$ cat config.mk
export PLATFORM = sky130hd
export DESIGN_NAME = sl3_rx_top
export DESIGN_NICKNAME = d
export VERILOG_FILES = /design/src/logic/sl3_block_pkg.sv /design/src/logic/sl3_crc_pkg.sv /design/src/logic/sl3_lane_if.sv /design/src/logic/rx_block_decode.sv /design/src/logic/rx_link_monitor.sv /design/src/logic/rx_crc_check.sv /design/src/logic/sl3_rx_top.sv
export VERILOG_INCLUDE_DIRS = /design/src /design/src/include
export SDC_FILE = /design/constraint.sdc
export NUM_CORES = 1
export LEC_CHECK = 0
export ABC_CLOCK_PERIOD_IN_PS = 15350
export BUFFER_PORTS_ARGS = -buffer_cell sky130_fd_sc_hd__buf_4
export CORE_ASPECT_RATIO = 1.75
export CORE_UTILIZATION = 30
export CTS_CLUSTER_SIZE = 25
export DETAILED_ROUTE_END_ITERATION = 10
export SYNTH_ARGS = -nofsm -noshare
export SYNTH_HDL_FRONTEND = slang
export SYNTH_SLANG_ARGS = --single-unit
$ cat constraint.sdc
create_clock -name rx_clk -period 15.35 [get_ports rx_clk]
set_input_delay 2.3025 -clock rx_clk [delete_from_list [all_inputs] [get_ports rx_clk]]
set_output_delay 2.3025 -clock rx_clk [all_outputs]
set_load 0.02 [all_outputs]
$ cat src/include/sl3_rx_cfg.svh
// shared constants for the two-lane 64b/66b receive coding layer
// lane count is fixed at 2; the EOP and idle ordering relies on it
// CRC is plain CRC-32, no reflection and no final inversion
`ifndef SL3_RX_CFG_SVH
`define SL3_RX_CFG_SVH

// lanes and block widths
`define SL3_LANES        2
`define SL3_BLOCK_W      66
`define SL3_PAYLOAD_W    64
`define SL3_KEEP_W       8

// error-free timer, stable once the msb sets
`define SL3_ERR_CNT_BITS 10

// crc-32 polynomial and start value
`define SL3_CRC_POLY     32'h04C11DB7
`define SL3_CRC_SEED     32'hFFFFFFFF

// control block type nibble
`define SL3_CTRL_IDLE    4'b0000
`define SL3_CTRL_EOP     4'b0011
`define SL3_CTRL_AM      4'b1100
`define SL3_CTRL_HALT    4'b0110

`endif

$ cat src/logic/sl3_block_pkg.sv
// block format of the 66-bit lane words and the stream field types
// field positions count within the whole block, sync bits included
`include "sl3_rx_cfg.svh"

package sl3_block_pkg;

	// control type nibble, bits 37:34 of a control block
	typedef enum logic [3:0] {
		CTRL_IDLE = `SL3_CTRL_IDLE,
		CTRL_EOP  = `SL3_CTRL_EOP,
		CTRL_AM   = `SL3_CTRL_AM,
		CTRL_HALT = `SL3_CTRL_HALT
	} ctrl_code_e;

	// what a lane carries on one beat
	typedef enum logic [2:0] {
		BLK_DATA,
		BLK_IDLE,
		BLK_EOP,
		BLK_AM,
		BLK_HALT,
		BLK_BAD
	} blk_kind_e;

	typedef logic [`SL3_BLOCK_W-1:0]   block_t;
	typedef logic [`SL3_PAYLOAD_W-1:0] payload_t;
	typedef logic [47:0]               user_ctrl_t;
	typedef logic [7:0]                flow_ctrl_t;
	typedef logic [5:0]                vcid_t;
	typedef logic [1:0]                flit_type_t;

	// sync header values, bit 0 arrives first
	localparam logic [1:0] SYNC_DATA = 2'b10;
	localparam logic [1:0] SYNC_CTRL = 2'b01;

	function automatic payload_t blk_payload(block_t b);
		return b[65:2];
	endfunction

	function automatic ctrl_code_e blk_ctrl_code(block_t b);
		return ctrl_code_e'(b[37:34]);
	endfunction

	// fields present in every control block
	function automatic flow_ctrl_t blk_flow(block_t b);
		return b[65:58];
	endfunction

	// eop only
	function automatic flit_type_t blk_flit(block_t b);
		return b[57:56];
	endfunction

	function automatic vcid_t blk_vcid(block_t b);
		return b[55:50];
	endfunction

	function automatic logic [31:0] blk_eop_crc(block_t b);
		return b[33:2];
	endfunction

	// am only, split around the type nibble
	function automatic user_ctrl_t blk_user_ctrl(block_t b);
		return {b[57:42], b[33:2]};
	endfunction

endpackage

$ cat src/logic/sl3_crc_pkg.sv
// crc-32 type and update, msb of the payload first
// no reflection and no final inversion
// one call covers one lane; a two-lane beat takes two calls, lane 0 first
`include "sl3_rx_cfg.svh"

package sl3_crc_pkg;

	typedef logic [31:0] crc_t;

	// advance the crc over one 64-bit lane payload
	function automatic crc_t crc32_step(crc_t crc_in, sl3_block_pkg::payload_t data);
		crc_t c;
		logic fb;
		c = crc_in;
		// bit serial form, unrolled by synthesis into an xor tree
		for (int i = `SL3_PAYLOAD_W - 1; i >= 0; i--) begin
			fb = c[31] ^ data[i];
			c = {c[30:0], 1'b0};
			if (fb) begin
				c = c ^ `SL3_CRC_POLY;
			end
		end
		return c;
	endfunction

endpackage

$ cat src/logic/sl3_lane_if.sv
// one beat of classified lane blocks, decoder to checkers
// purely combinational, no handshake; sample whenever beat is high
`timescale 1ns/100ps
`include "sl3_rx_cfg.svh"

interface sl3_lane_if;
	import sl3_block_pkg::*;

	// rx_valid strobe
	logic      beat;
	// per lane classification
	blk_kind_e kind    [`SL3_LANES];
	// per lane payload with sync bits removed
	payload_t  payload [`SL3_LANES];
	// raw blocks, for field extraction downstream
	block_t    blk     [`SL3_LANES];

	modport src (
		output beat,
		output kind,
		output payload,
		output blk
	);

	modport snk (
		input beat,
		input kind,
		input payload,
		input blk
	);

endinterface

$ cat src/logic/rx_block_decode.sv
// classifies each lane block and registers the packet stream
// one register stage from rx_valid/rx_dout to every output
// the lane interface is driven straight from the inputs
`timescale 1ns/100ps
`include "sl3_rx_cfg.svh"

module rx_block_decode (
	input  logic                                          rx_clk,
	input  logic                                          rx_srst,
	input  logic                                          rx_valid,
	input  sl3_block_pkg::block_t [`SL3_LANES-1:0]        rx_dout,
	sl3_lane_if.src                                       lanes,
	output logic                                          rx_tvalid,
	output logic                                          rx_tlast,
	output logic [`SL3_LANES*`SL3_KEEP_W-1:0]             rx_tkeep,
	output logic [`SL3_LANES*`SL3_PAYLOAD_W-1:0]          rx_tdata,
	output sl3_block_pkg::vcid_t                          rx_vcid,
	output sl3_block_pkg::flit_type_t                     rx_flit_type,
	output sl3_block_pkg::user_ctrl_t [`SL3_LANES-1:0]    rx_user_ctrl,
	output logic                                          rx_user_ctrl_valid
);
	import sl3_block_pkg::*;

	blk_kind_e             kind [`SL3_LANES];
	logic [`SL3_LANES-1:0] is_data;
	logic [`SL3_LANES-1:0] is_eop;
	logic [`SL3_LANES-1:0] is_am;

	//////////////////////////////////////////////////////////////////////
	// lane classification
	//////////////////////////////////////////////////////////////////////

	always_comb begin
		lanes.beat = rx_valid;
		for (int i = 0; i < `SL3_LANES; i++) begin
			// sync header first, then the type nibble of control blocks
			if (rx_dout[i][1:0] == SYNC_DATA) begin
				kind[i] = BLK_DATA;
			end else if (rx_dout[i][1:0] == SYNC_CTRL) begin
				case (blk_ctrl_code(rx_dout[i]))
					CTRL_IDLE: kind[i] = BLK_IDLE;
					CTRL_EOP:  kind[i] = BLK_EOP;
					CTRL_AM:   kind[i] = BLK_AM;
					CTRL_HALT: kind[i] = BLK_HALT;
					default:   kind[i] = BLK_BAD;
				endcase
			end else begin
				// 00 and 11 are illegal sync headers
				kind[i] = BLK_BAD;
			end
			is_data[i] = rx_valid && (kind[i] == BLK_DATA);
			is_eop[i] = rx_valid && (kind[i] == BLK_EOP);
			is_am[i] = rx_valid && (kind[i] == BLK_AM);
			lanes.kind[i] = kind[i];
			lanes.payload[i] = blk_payload(rx_dout[i]);
			lanes.blk[i] = rx_dout[i];
		end
	end

	//////////////////////////////////////////////////////////////////////
	// stream registers
	//////////////////////////////////////////////////////////////////////

	// control side of the stream
	always_ff @(posedge rx_clk) begin
		if (rx_srst) begin
			rx_tvalid <= 1'b0;
			rx_tlast <= 1'b0;
			rx_tkeep <= '0;
			rx_user_ctrl_valid <= 1'b0;
			rx_vcid <= '0;
			rx_flit_type <= '0;
		end else begin
			// data or eop anywhere makes a stream beat
			rx_tvalid <= |(is_data | is_eop);
			rx_tlast <= |is_eop;
			rx_user_ctrl_valid <= |is_am;
			for (int i = 0; i < `SL3_LANES; i++) begin
				rx_tkeep[i*`SL3_KEEP_W +: `SL3_KEEP_W] <= {`SL3_KEEP_W{is_data[i]}};
			end
			// lane 1 wins when both lanes hold an eop
			if (is_eop[1]) begin
				rx_vcid <= blk_vcid(rx_dout[1]);
				rx_flit_type <= blk_flit(rx_dout[1]);
			end else if (is_eop[0]) begin
				rx_vcid <= blk_vcid(rx_dout[0]);
				rx_flit_type <= blk_flit(rx_dout[0]);
			end
		end
	end

	// payload side, zero for anything but data
	always_ff @(posedge rx_clk) begin
		for (int i = 0; i < `SL3_LANES; i++) begin
			rx_tdata[i*`SL3_PAYLOAD_W +: `SL3_PAYLOAD_W] <=
				is_data[i] ? blk_payload(rx_dout[i]) : '0;
			// user control holds its last value between am blocks
			if (is_am[i]) begin
				rx_user_ctrl[i] <= blk_user_ctrl(rx_dout[i]);
			end
		end
	end

	// end of packet is always a stream beat
	a_tlast_in_beat: assert property (@(posedge rx_clk) disable iff (rx_srst)
		rx_tlast |-> rx_tvalid);

endmodule

$ cat src/logic/rx_link_monitor.sv
// flow control capture, error-free timer and halt state
// halt decisions need every lane to agree, as protection against bit errors
// resume needs 512 error-free cycles since reset or the last soft error
`timescale 1ns/100ps
`include "sl3_rx_cfg.svh"

module rx_link_monitor (
	input  logic                        rx_clk,
	input  logic                        rx_srst,
	sl3_lane_if.snk                     lanes,
	input  logic                        crc_error,
	output sl3_block_pkg::flow_ctrl_t   rx_flow_control,
	output logic                        rx_halted,
	output logic                        rx_soft_error
);
	import sl3_block_pkg::*;

	logic [`SL3_ERR_CNT_BITS-1:0] err_timer;
	logic                         stable;
	logic                         all_halt;
	logic                         all_am;
	logic                         all_halt_r;
	logic                         all_am_r;

	// flow control rides in the highest lane's control blocks
	always_ff @(posedge rx_clk) begin
		if (rx_srst) begin
			rx_flow_control <= '0;
		end else if (lanes.beat && (lanes.kind[`SL3_LANES-1] != BLK_DATA)) begin
			rx_flow_control <= blk_flow(lanes.blk[`SL3_LANES-1]);
		end
	end

	//////////////////////////////////////////////////////////////////////
	// error-free timer
	//////////////////////////////////////////////////////////////////////

	assign stable = err_timer[`SL3_ERR_CNT_BITS-1];

	always_ff @(posedge rx_clk) begin
		if (rx_srst) begin
			rx_soft_error <= 1'b0;
			err_timer <= '0;
		end else begin
			rx_soft_error <= crc_error;
			// restart on each soft error, park once stable
			if (rx_soft_error) begin
				err_timer <= '0;
			end else if (!stable) begin
				err_timer <= err_timer + 1'b1;
			end
		end
	end

	//////////////////////////////////////////////////////////////////////
	// halt consensus
	//////////////////////////////////////////////////////////////////////

	always_comb begin
		all_halt = lanes.beat;
		all_am = lanes.beat;
		for (int i = 0; i < `SL3_LANES; i++) begin
			all_halt = all_halt && (lanes.kind[i] == BLK_HALT);
			all_am = all_am && (lanes.kind[i] == BLK_AM);
		end
	end

	// first stage registers the vote, second updates the state
	always_ff @(posedge rx_clk) begin
		if (rx_srst) begin
			all_halt_r <= 1'b0;
			all_am_r <= 1'b0;
			rx_halted <= 1'b1;
		end else begin
			all_halt_r <= all_halt;
			all_am_r <= all_am;
			if (all_halt_r) begin
				rx_halted <= 1'b1;
			end else if (all_am_r && stable) begin
				rx_halted <= 1'b0;
			end
		end
	end

	// link comes out of reset halted
	a_halted_after_reset: assert property (@(posedge rx_clk)
		rx_srst |=> rx_halted);

endmodule

$ cat src/logic/rx_crc_check.sv
// per-packet crc-32 over data payloads, lane 0 first
// expected value sits in the low 32 payload bits of the eop block
// result lands one cycle after the stream's tlast
`timescale 1ns/100ps
`include "sl3_rx_cfg.svh"

module rx_crc_check (
	input  logic    rx_clk,
	input  logic    rx_srst,
	sl3_lane_if.snk lanes,
	output logic    rx_crc_valid,
	output logic    crc_error
);
	import sl3_block_pkg::*;
	import sl3_crc_pkg::*;

	crc_t crc_q;
	crc_t crc_next;
	crc_t crc_exp;
	crc_t calc_r;
	crc_t expect_r;
	logic any_eop;
	logic eop_r;

	// fold this beat's data lanes and find the eop field
	always_comb begin
		crc_next = crc_q;
		crc_exp = '0;
		any_eop = 1'b0;
		for (int i = 0; i < `SL3_LANES; i++) begin
			if (lanes.kind[i] == BLK_DATA) begin
				crc_next = crc32_step(crc_next, lanes.payload[i]);
			end
			if (lanes.kind[i] == BLK_EOP) begin
				any_eop = lanes.beat;
				crc_exp = blk_eop_crc(lanes.blk[i]);
			end
		end
	end

	//////////////////////////////////////////////////////////////////////
	// running crc and compare
	//////////////////////////////////////////////////////////////////////

	// reseed after each eop so the next packet starts clean
	always_ff @(posedge rx_clk) begin
		if (rx_srst) begin
			crc_q <= `SL3_CRC_SEED;
			eop_r <= 1'b0;
			rx_crc_valid <= 1'b0;
			crc_error <= 1'b0;
		end else begin
			if (lanes.beat) begin
				crc_q <= any_eop ? `SL3_CRC_SEED : crc_next;
			end
			// eop_r lines up with rx_tlast
			eop_r <= any_eop;
			rx_crc_valid <= eop_r;
			crc_error <= eop_r && (calc_r != expect_r);
		end
	end

	// final and expected values, only meaningful with eop_r
	always_ff @(posedge rx_clk) begin
		if (any_eop) begin
			calc_r <= crc_next;
			expect_r <= crc_exp;
		end
	end

	// a mismatch is only reported on a checked packet
	a_err_with_valid: assert property (@(posedge rx_clk) disable iff (rx_srst)
		crc_error |-> rx_crc_valid);

endmodule

$ cat src/logic/sl3_rx_top.sv
// receive coding layer for a two-lane 64b/66b link
// expects word-locked, deskewed blocks; rx_valid is a plain strobe
// no back-pressure, the stream must be taken whenever rx_tvalid is high
`timescale 1ns/100ps
`include "sl3_rx_cfg.svh"

module sl3_rx_top (
	input  logic                                          rx_clk,
	input  logic                                          rx_srst,
	input  logic                                          rx_valid,
	input  sl3_block_pkg::block_t [`SL3_LANES-1:0]        rx_dout,
	// packet stream
	output logic                                          rx_tvalid,
	output logic                                          rx_tlast,
	output logic [`SL3_LANES*`SL3_KEEP_W-1:0]             rx_tkeep,
	output logic [`SL3_LANES*`SL3_PAYLOAD_W-1:0]          rx_tdata,
	output sl3_block_pkg::vcid_t                          rx_vcid,
	output sl3_block_pkg::flit_type_t                     rx_flit_type,
	// in-band control
	output sl3_block_pkg::user_ctrl_t [`SL3_LANES-1:0]    rx_user_ctrl,
	output logic                                          rx_user_ctrl_valid,
	output sl3_block_pkg::flow_ctrl_t                     rx_flow_control,
	// link status
	output logic                                          rx_halted,
	output logic                                          rx_soft_error,
	output logic                                          rx_crc_valid,
	output logic                                          rx_crc_error
);

	// classified lane blocks shared by the checkers
	sl3_lane_if lanes_if ();

	rx_block_decode decode_i (
		.rx_clk             (rx_clk),
		.rx_srst            (rx_srst),
		.rx_valid           (rx_valid),
		.rx_dout            (rx_dout),
		.lanes              (lanes_if),
		.rx_tvalid          (rx_tvalid),
		.rx_tlast           (rx_tlast),
		.rx_tkeep           (rx_tkeep),
		.rx_tdata           (rx_tdata),
		.rx_vcid            (rx_vcid),
		.rx_flit_type       (rx_flit_type),
		.rx_user_ctrl       (rx_user_ctrl),
		.rx_user_ctrl_valid (rx_user_ctrl_valid)
	);

	// crc mismatch also feeds the soft error and timer restart
	rx_crc_check crc_i (
		.rx_clk       (rx_clk),
		.rx_srst      (rx_srst),
		.lanes        (lanes_if),
		.rx_crc_valid (rx_crc_valid),
		.crc_error    (rx_crc_error)
	);

	rx_link_monitor monitor_i (
		.rx_clk          (rx_clk),
		.rx_srst         (rx_srst),
		.lanes           (lanes_if),
		.crc_error       (rx_crc_error),
		.rx_flow_control (rx_flow_control),
		.rx_halted       (rx_halted),
		.rx_soft_error   (rx_soft_error)
	);

endmodule

==> impl_metrics.json <==
{
  "netlist_instances": 2058,
  "final_design_area_no_fill_um2": 34300,
  "synthSimpleGateAreaFrac": 0.0638,
  "crit_required_ns": 15.77,
  "crit_path_start_kind": "input pin",
  "grt_overflow": 0,
  "maxCapViolations": 0,
  "postSynthAreaPerCell_um2": 13.6,
  "final-hold-violation-count": 0,
  "whs_path_depth": 1,
  "drt_iter0_markers": 1142,
  "synth_compound_area_frac": 0.0282,
  "rows": 147,
  "die-height_um": 406,
  "worstPathArrival_ns": 14.95,
  "cts_setup_buffers": 0,
  "cts_resized": 0,
  "io_pins": 398,
  "grt_pass1_wl_um": 151000,
  "final_common_cell": "buf_4",
  "area_growth_syn_to_layout_pct": 22.4,
  "async_reset_ff_frac": 0,
  "fin_nets": 2664,
  "grt_start_max_net_pins": 105,
  "worst_pin_slew_ns": 1.13,
  "worst-path-max-fanout": 9,
  "max_freq_mhz": 68.8,
  "hold_class": "reg -> reg",
  "layout_common_cells": "buf_4 (518), xnor2_1 (499), xnor3_1 (323), dfxtp_1 (198), xor2_1 (164)",
  "clk_latency_ns": 0.61,
  "r2r_end": "crc_i.calc_r[26]",
  "ys.flop_type": "dfxtp_1",
  "cpPeakStageDelay_ns": 0.70,
  "io_buffers": 397,
  "crit_end": "crc_i.calc_r[26]",
  "finalCritPeriodShare": 0.946,
  "die_area_um2": 94600,
  "die_w_um": 233,
  "crit_top_cell": "xnor3_1",
  "drtAntennaViolNets": 0,
  "multi_input_area_um2": 18800,
  "drtPass1Iterations": 7,
  "place.gp.congestion": 1.02,
  "synthTopCellsByArea": "xnor3_1 (26%), edfxtp_1 (17%), xnor2_1 (16%)",
  "cts_tree": "done",
  "cts_sinks": 358,
  "r2r_slack_ns": 2.02,
  "grt_setup_unrepaired": "false",
  "wirelength_um": 110000,
  "ys_seq_area_frac": 0.313,
  "status": "finished, final reports clean",
  "slew_headroom": 0.245,
  "yosysTopAreaCellShare": 0.260,
  "ys_seq_elements": 358,
  "grt_pass1_vias": 19088,
  "clockRootBuffer": "clkbuf_16",
  "synth_xor_area_frac": 0.562,
  "slowest_stage": "xnor2_1",
  "drc": 0,
  "yosysWarnings": 0,
  "routed_via_density": 4.86,
  "clock_path_buffers": 3,
  "num-fill-cells": 8765,
  "startpoint": "rx_dout[64]",
  "crit_buf_inv": 1,
  "finalMaxSlewViolations": 0,
  "r2r_start": "crc_i.crc_q[29]",
  "drive_gt1_frac": 0.260,
  "syn_nets": 2194,
  "synth_edf_count": 160,
  "crit_cells": 29,
  "worstSetupEndpointType": "register",
  "synth-adder-area-share": 0.000447,
  "ctsHoldBuffers": 0,
  "core-area_um2": 92100,
  "fin_tns_setup_ns": 0,
  "ys_types": 60,
  "placed_cells": 3682,
  "start_util": 0.304,
  "worstRegToRegCells": 28,
  "yosysTopAreaCell": "xnor3_1",
  "track_usage": 0.232,
  "worst-setup-path-type": "in -> reg",
  "seq_area_um2": 8770,
  "final-setup-viol-count": 0,
  "period_needed_ns": 14.52,
  "htreeDepth": 2,
  "critPathTopFamily": "XOR/XNOR gates",
  "synth_top_family_by_area": "XOR/XNOR gates",
  "post_drt_wl_per_cell_um": 29.4,
  "fin_skew_ns": 0.0165,
  "clkTransAtPathRegs_ns": 0.07,
  "place_hpwl_um": 91300,
  "synth_mux_area_frac": 0.0173,
  "netlist_area_um2": 28000,
  "dr_total_vias": 18236,
  "numCtsBuffers": 36,
  "placedInstanceArea_um2": 33000,
  "stdcell_count": 3751,
  "grt_antenna_before_repair": 4
}
-- worst reg2reg max path, delay by kind of cell (launching register included) --
family / cells / cell delay, ns
DFF: 1 / 0.66
xor gates and xnor gates: 24 / 11.71
and+or+nand+nor: 2 / 0.28
AOI/OAI and AO/OA: 2 / 0.49
-- per-layer routing --
metal	part of all wire	vias up	GRT usage
li1	-	8058	-
met1	0.33	9125	0.225
met2	0.53	763	0.431
met3	0.047	288	0.0314
met4	0.093	2	0.191
met5	0.00011	-	0
-- sequential cells by signal, summed over array words and instances (netlist names), 2 cells and up --
signal / cells
crc_i.calc_r: 32
decode_i.rx_tkeep: 2
decode_i.rx_user_ctrl: 96
monitor_i.err_timer: 10
monitor_i.rx_flow_control: 8
crc_i.expect_r: 32
decode_i.rx_vcid: 6
decode_i.rx_tdata: 128
decode_i.rx_flit_type: 2
crc_i.crc_q: 32
-- kinds of logic (layout without fill, tap and decap cells) --
family                     Yosys count  after routing
xor gates and xnor gates          1109           1109
DFF                                358            358
and+or+nand+nor                    336            336
AOI/OAI and AO/OA                  112            112
buffers and inverters               96            594
muxes                               46             46
adders and majority gates            1              1
other                                0              3
-- cell usage after synthesis (7+ instances only) --
| library cell | n |
|---|---|
| mux2i_1 | 41 |
| xnor2_1 | 499 |
| nand2b_1 | 20 |
| a21oi_1 | 22 |
| buf_4 | 16 |
| inv_1 | 8 |
| o21ai_0 | 14 |
| nand3_1 | 7 |
| xor2_2 | 11 |
| nand4_1 | 9 |
| xnor3_2 | 16 |
| nor2b_1 | 7 |
| nor2_1 | 50 |
| xnor2_2 | 31 |
| nand2_1 | 78 |
| a22o_1 | 31 |
| xor3_1 | 51 |
| nor4_1 | 7 |
| and3_1 | 137 |
| xor2_1 | 164 |
| edfxtp_1 | 160 |
| o21ai_1 | 12 |
| clkbuf_1 | 62 |
| dfxtp_1 | 198 |
| xnor3_1 | 323 |
-- layout make-up --
| type | instances | share of cell area |
|---|---|---|
| Multi-Input combinational cell | 1604 | 0.549 |
| Sequential cell | 358 | 0.256 |
| Timing Repair Buffer | 519 | 0.114 |
| Tap cell | 1192 | 0.0435 |
| Clock buffer | 44 | 0.0293 |
| Clock inverter | 22 | 0.00672 |
| Inverter | 9 | 0.000986 |
| Antenna cell | 3 | 0.000219 |
-- per-stage QoR --
step | setup WS (ns) | utilization | hold WS (ns)
floorplan | 2.03 | - | 0.390
global placement | 0.275 | 0.358 | 0.400
detailed placement | 0.227 | 0.358 | 0.413
CTS | 0.836 | 0.372 | 0.428
global route | 0.563 | 0.372 | 0.434
finish | 0.825 | 0.372 | 0.429
-- how the worst min path moves through the flow --
stage / start / end / slack, ns
2_1_floorplan: monitor_i.all_halt_r / monitor_i.rx_halted / 0.39
3_3_place_gp: monitor_i.all_halt_r / monitor_i.rx_halted / 0.40
3_5_place_dp: monitor_i.all_halt_r / monitor_i.rx_halted / 0.41
4_1_cts: monitor_i.all_halt_r / monitor_i.rx_halted / 0.43
5_1_grt: monitor_i.all_halt_r / monitor_i.rx_halted / 0.43
6_report: monitor_i.all_halt_r / monitor_i.rx_halted / 0.43
Power is left out: the tool's default activity adds up to more than one toggle a clock period on the data nets, which glitch-free logic cannot reach.
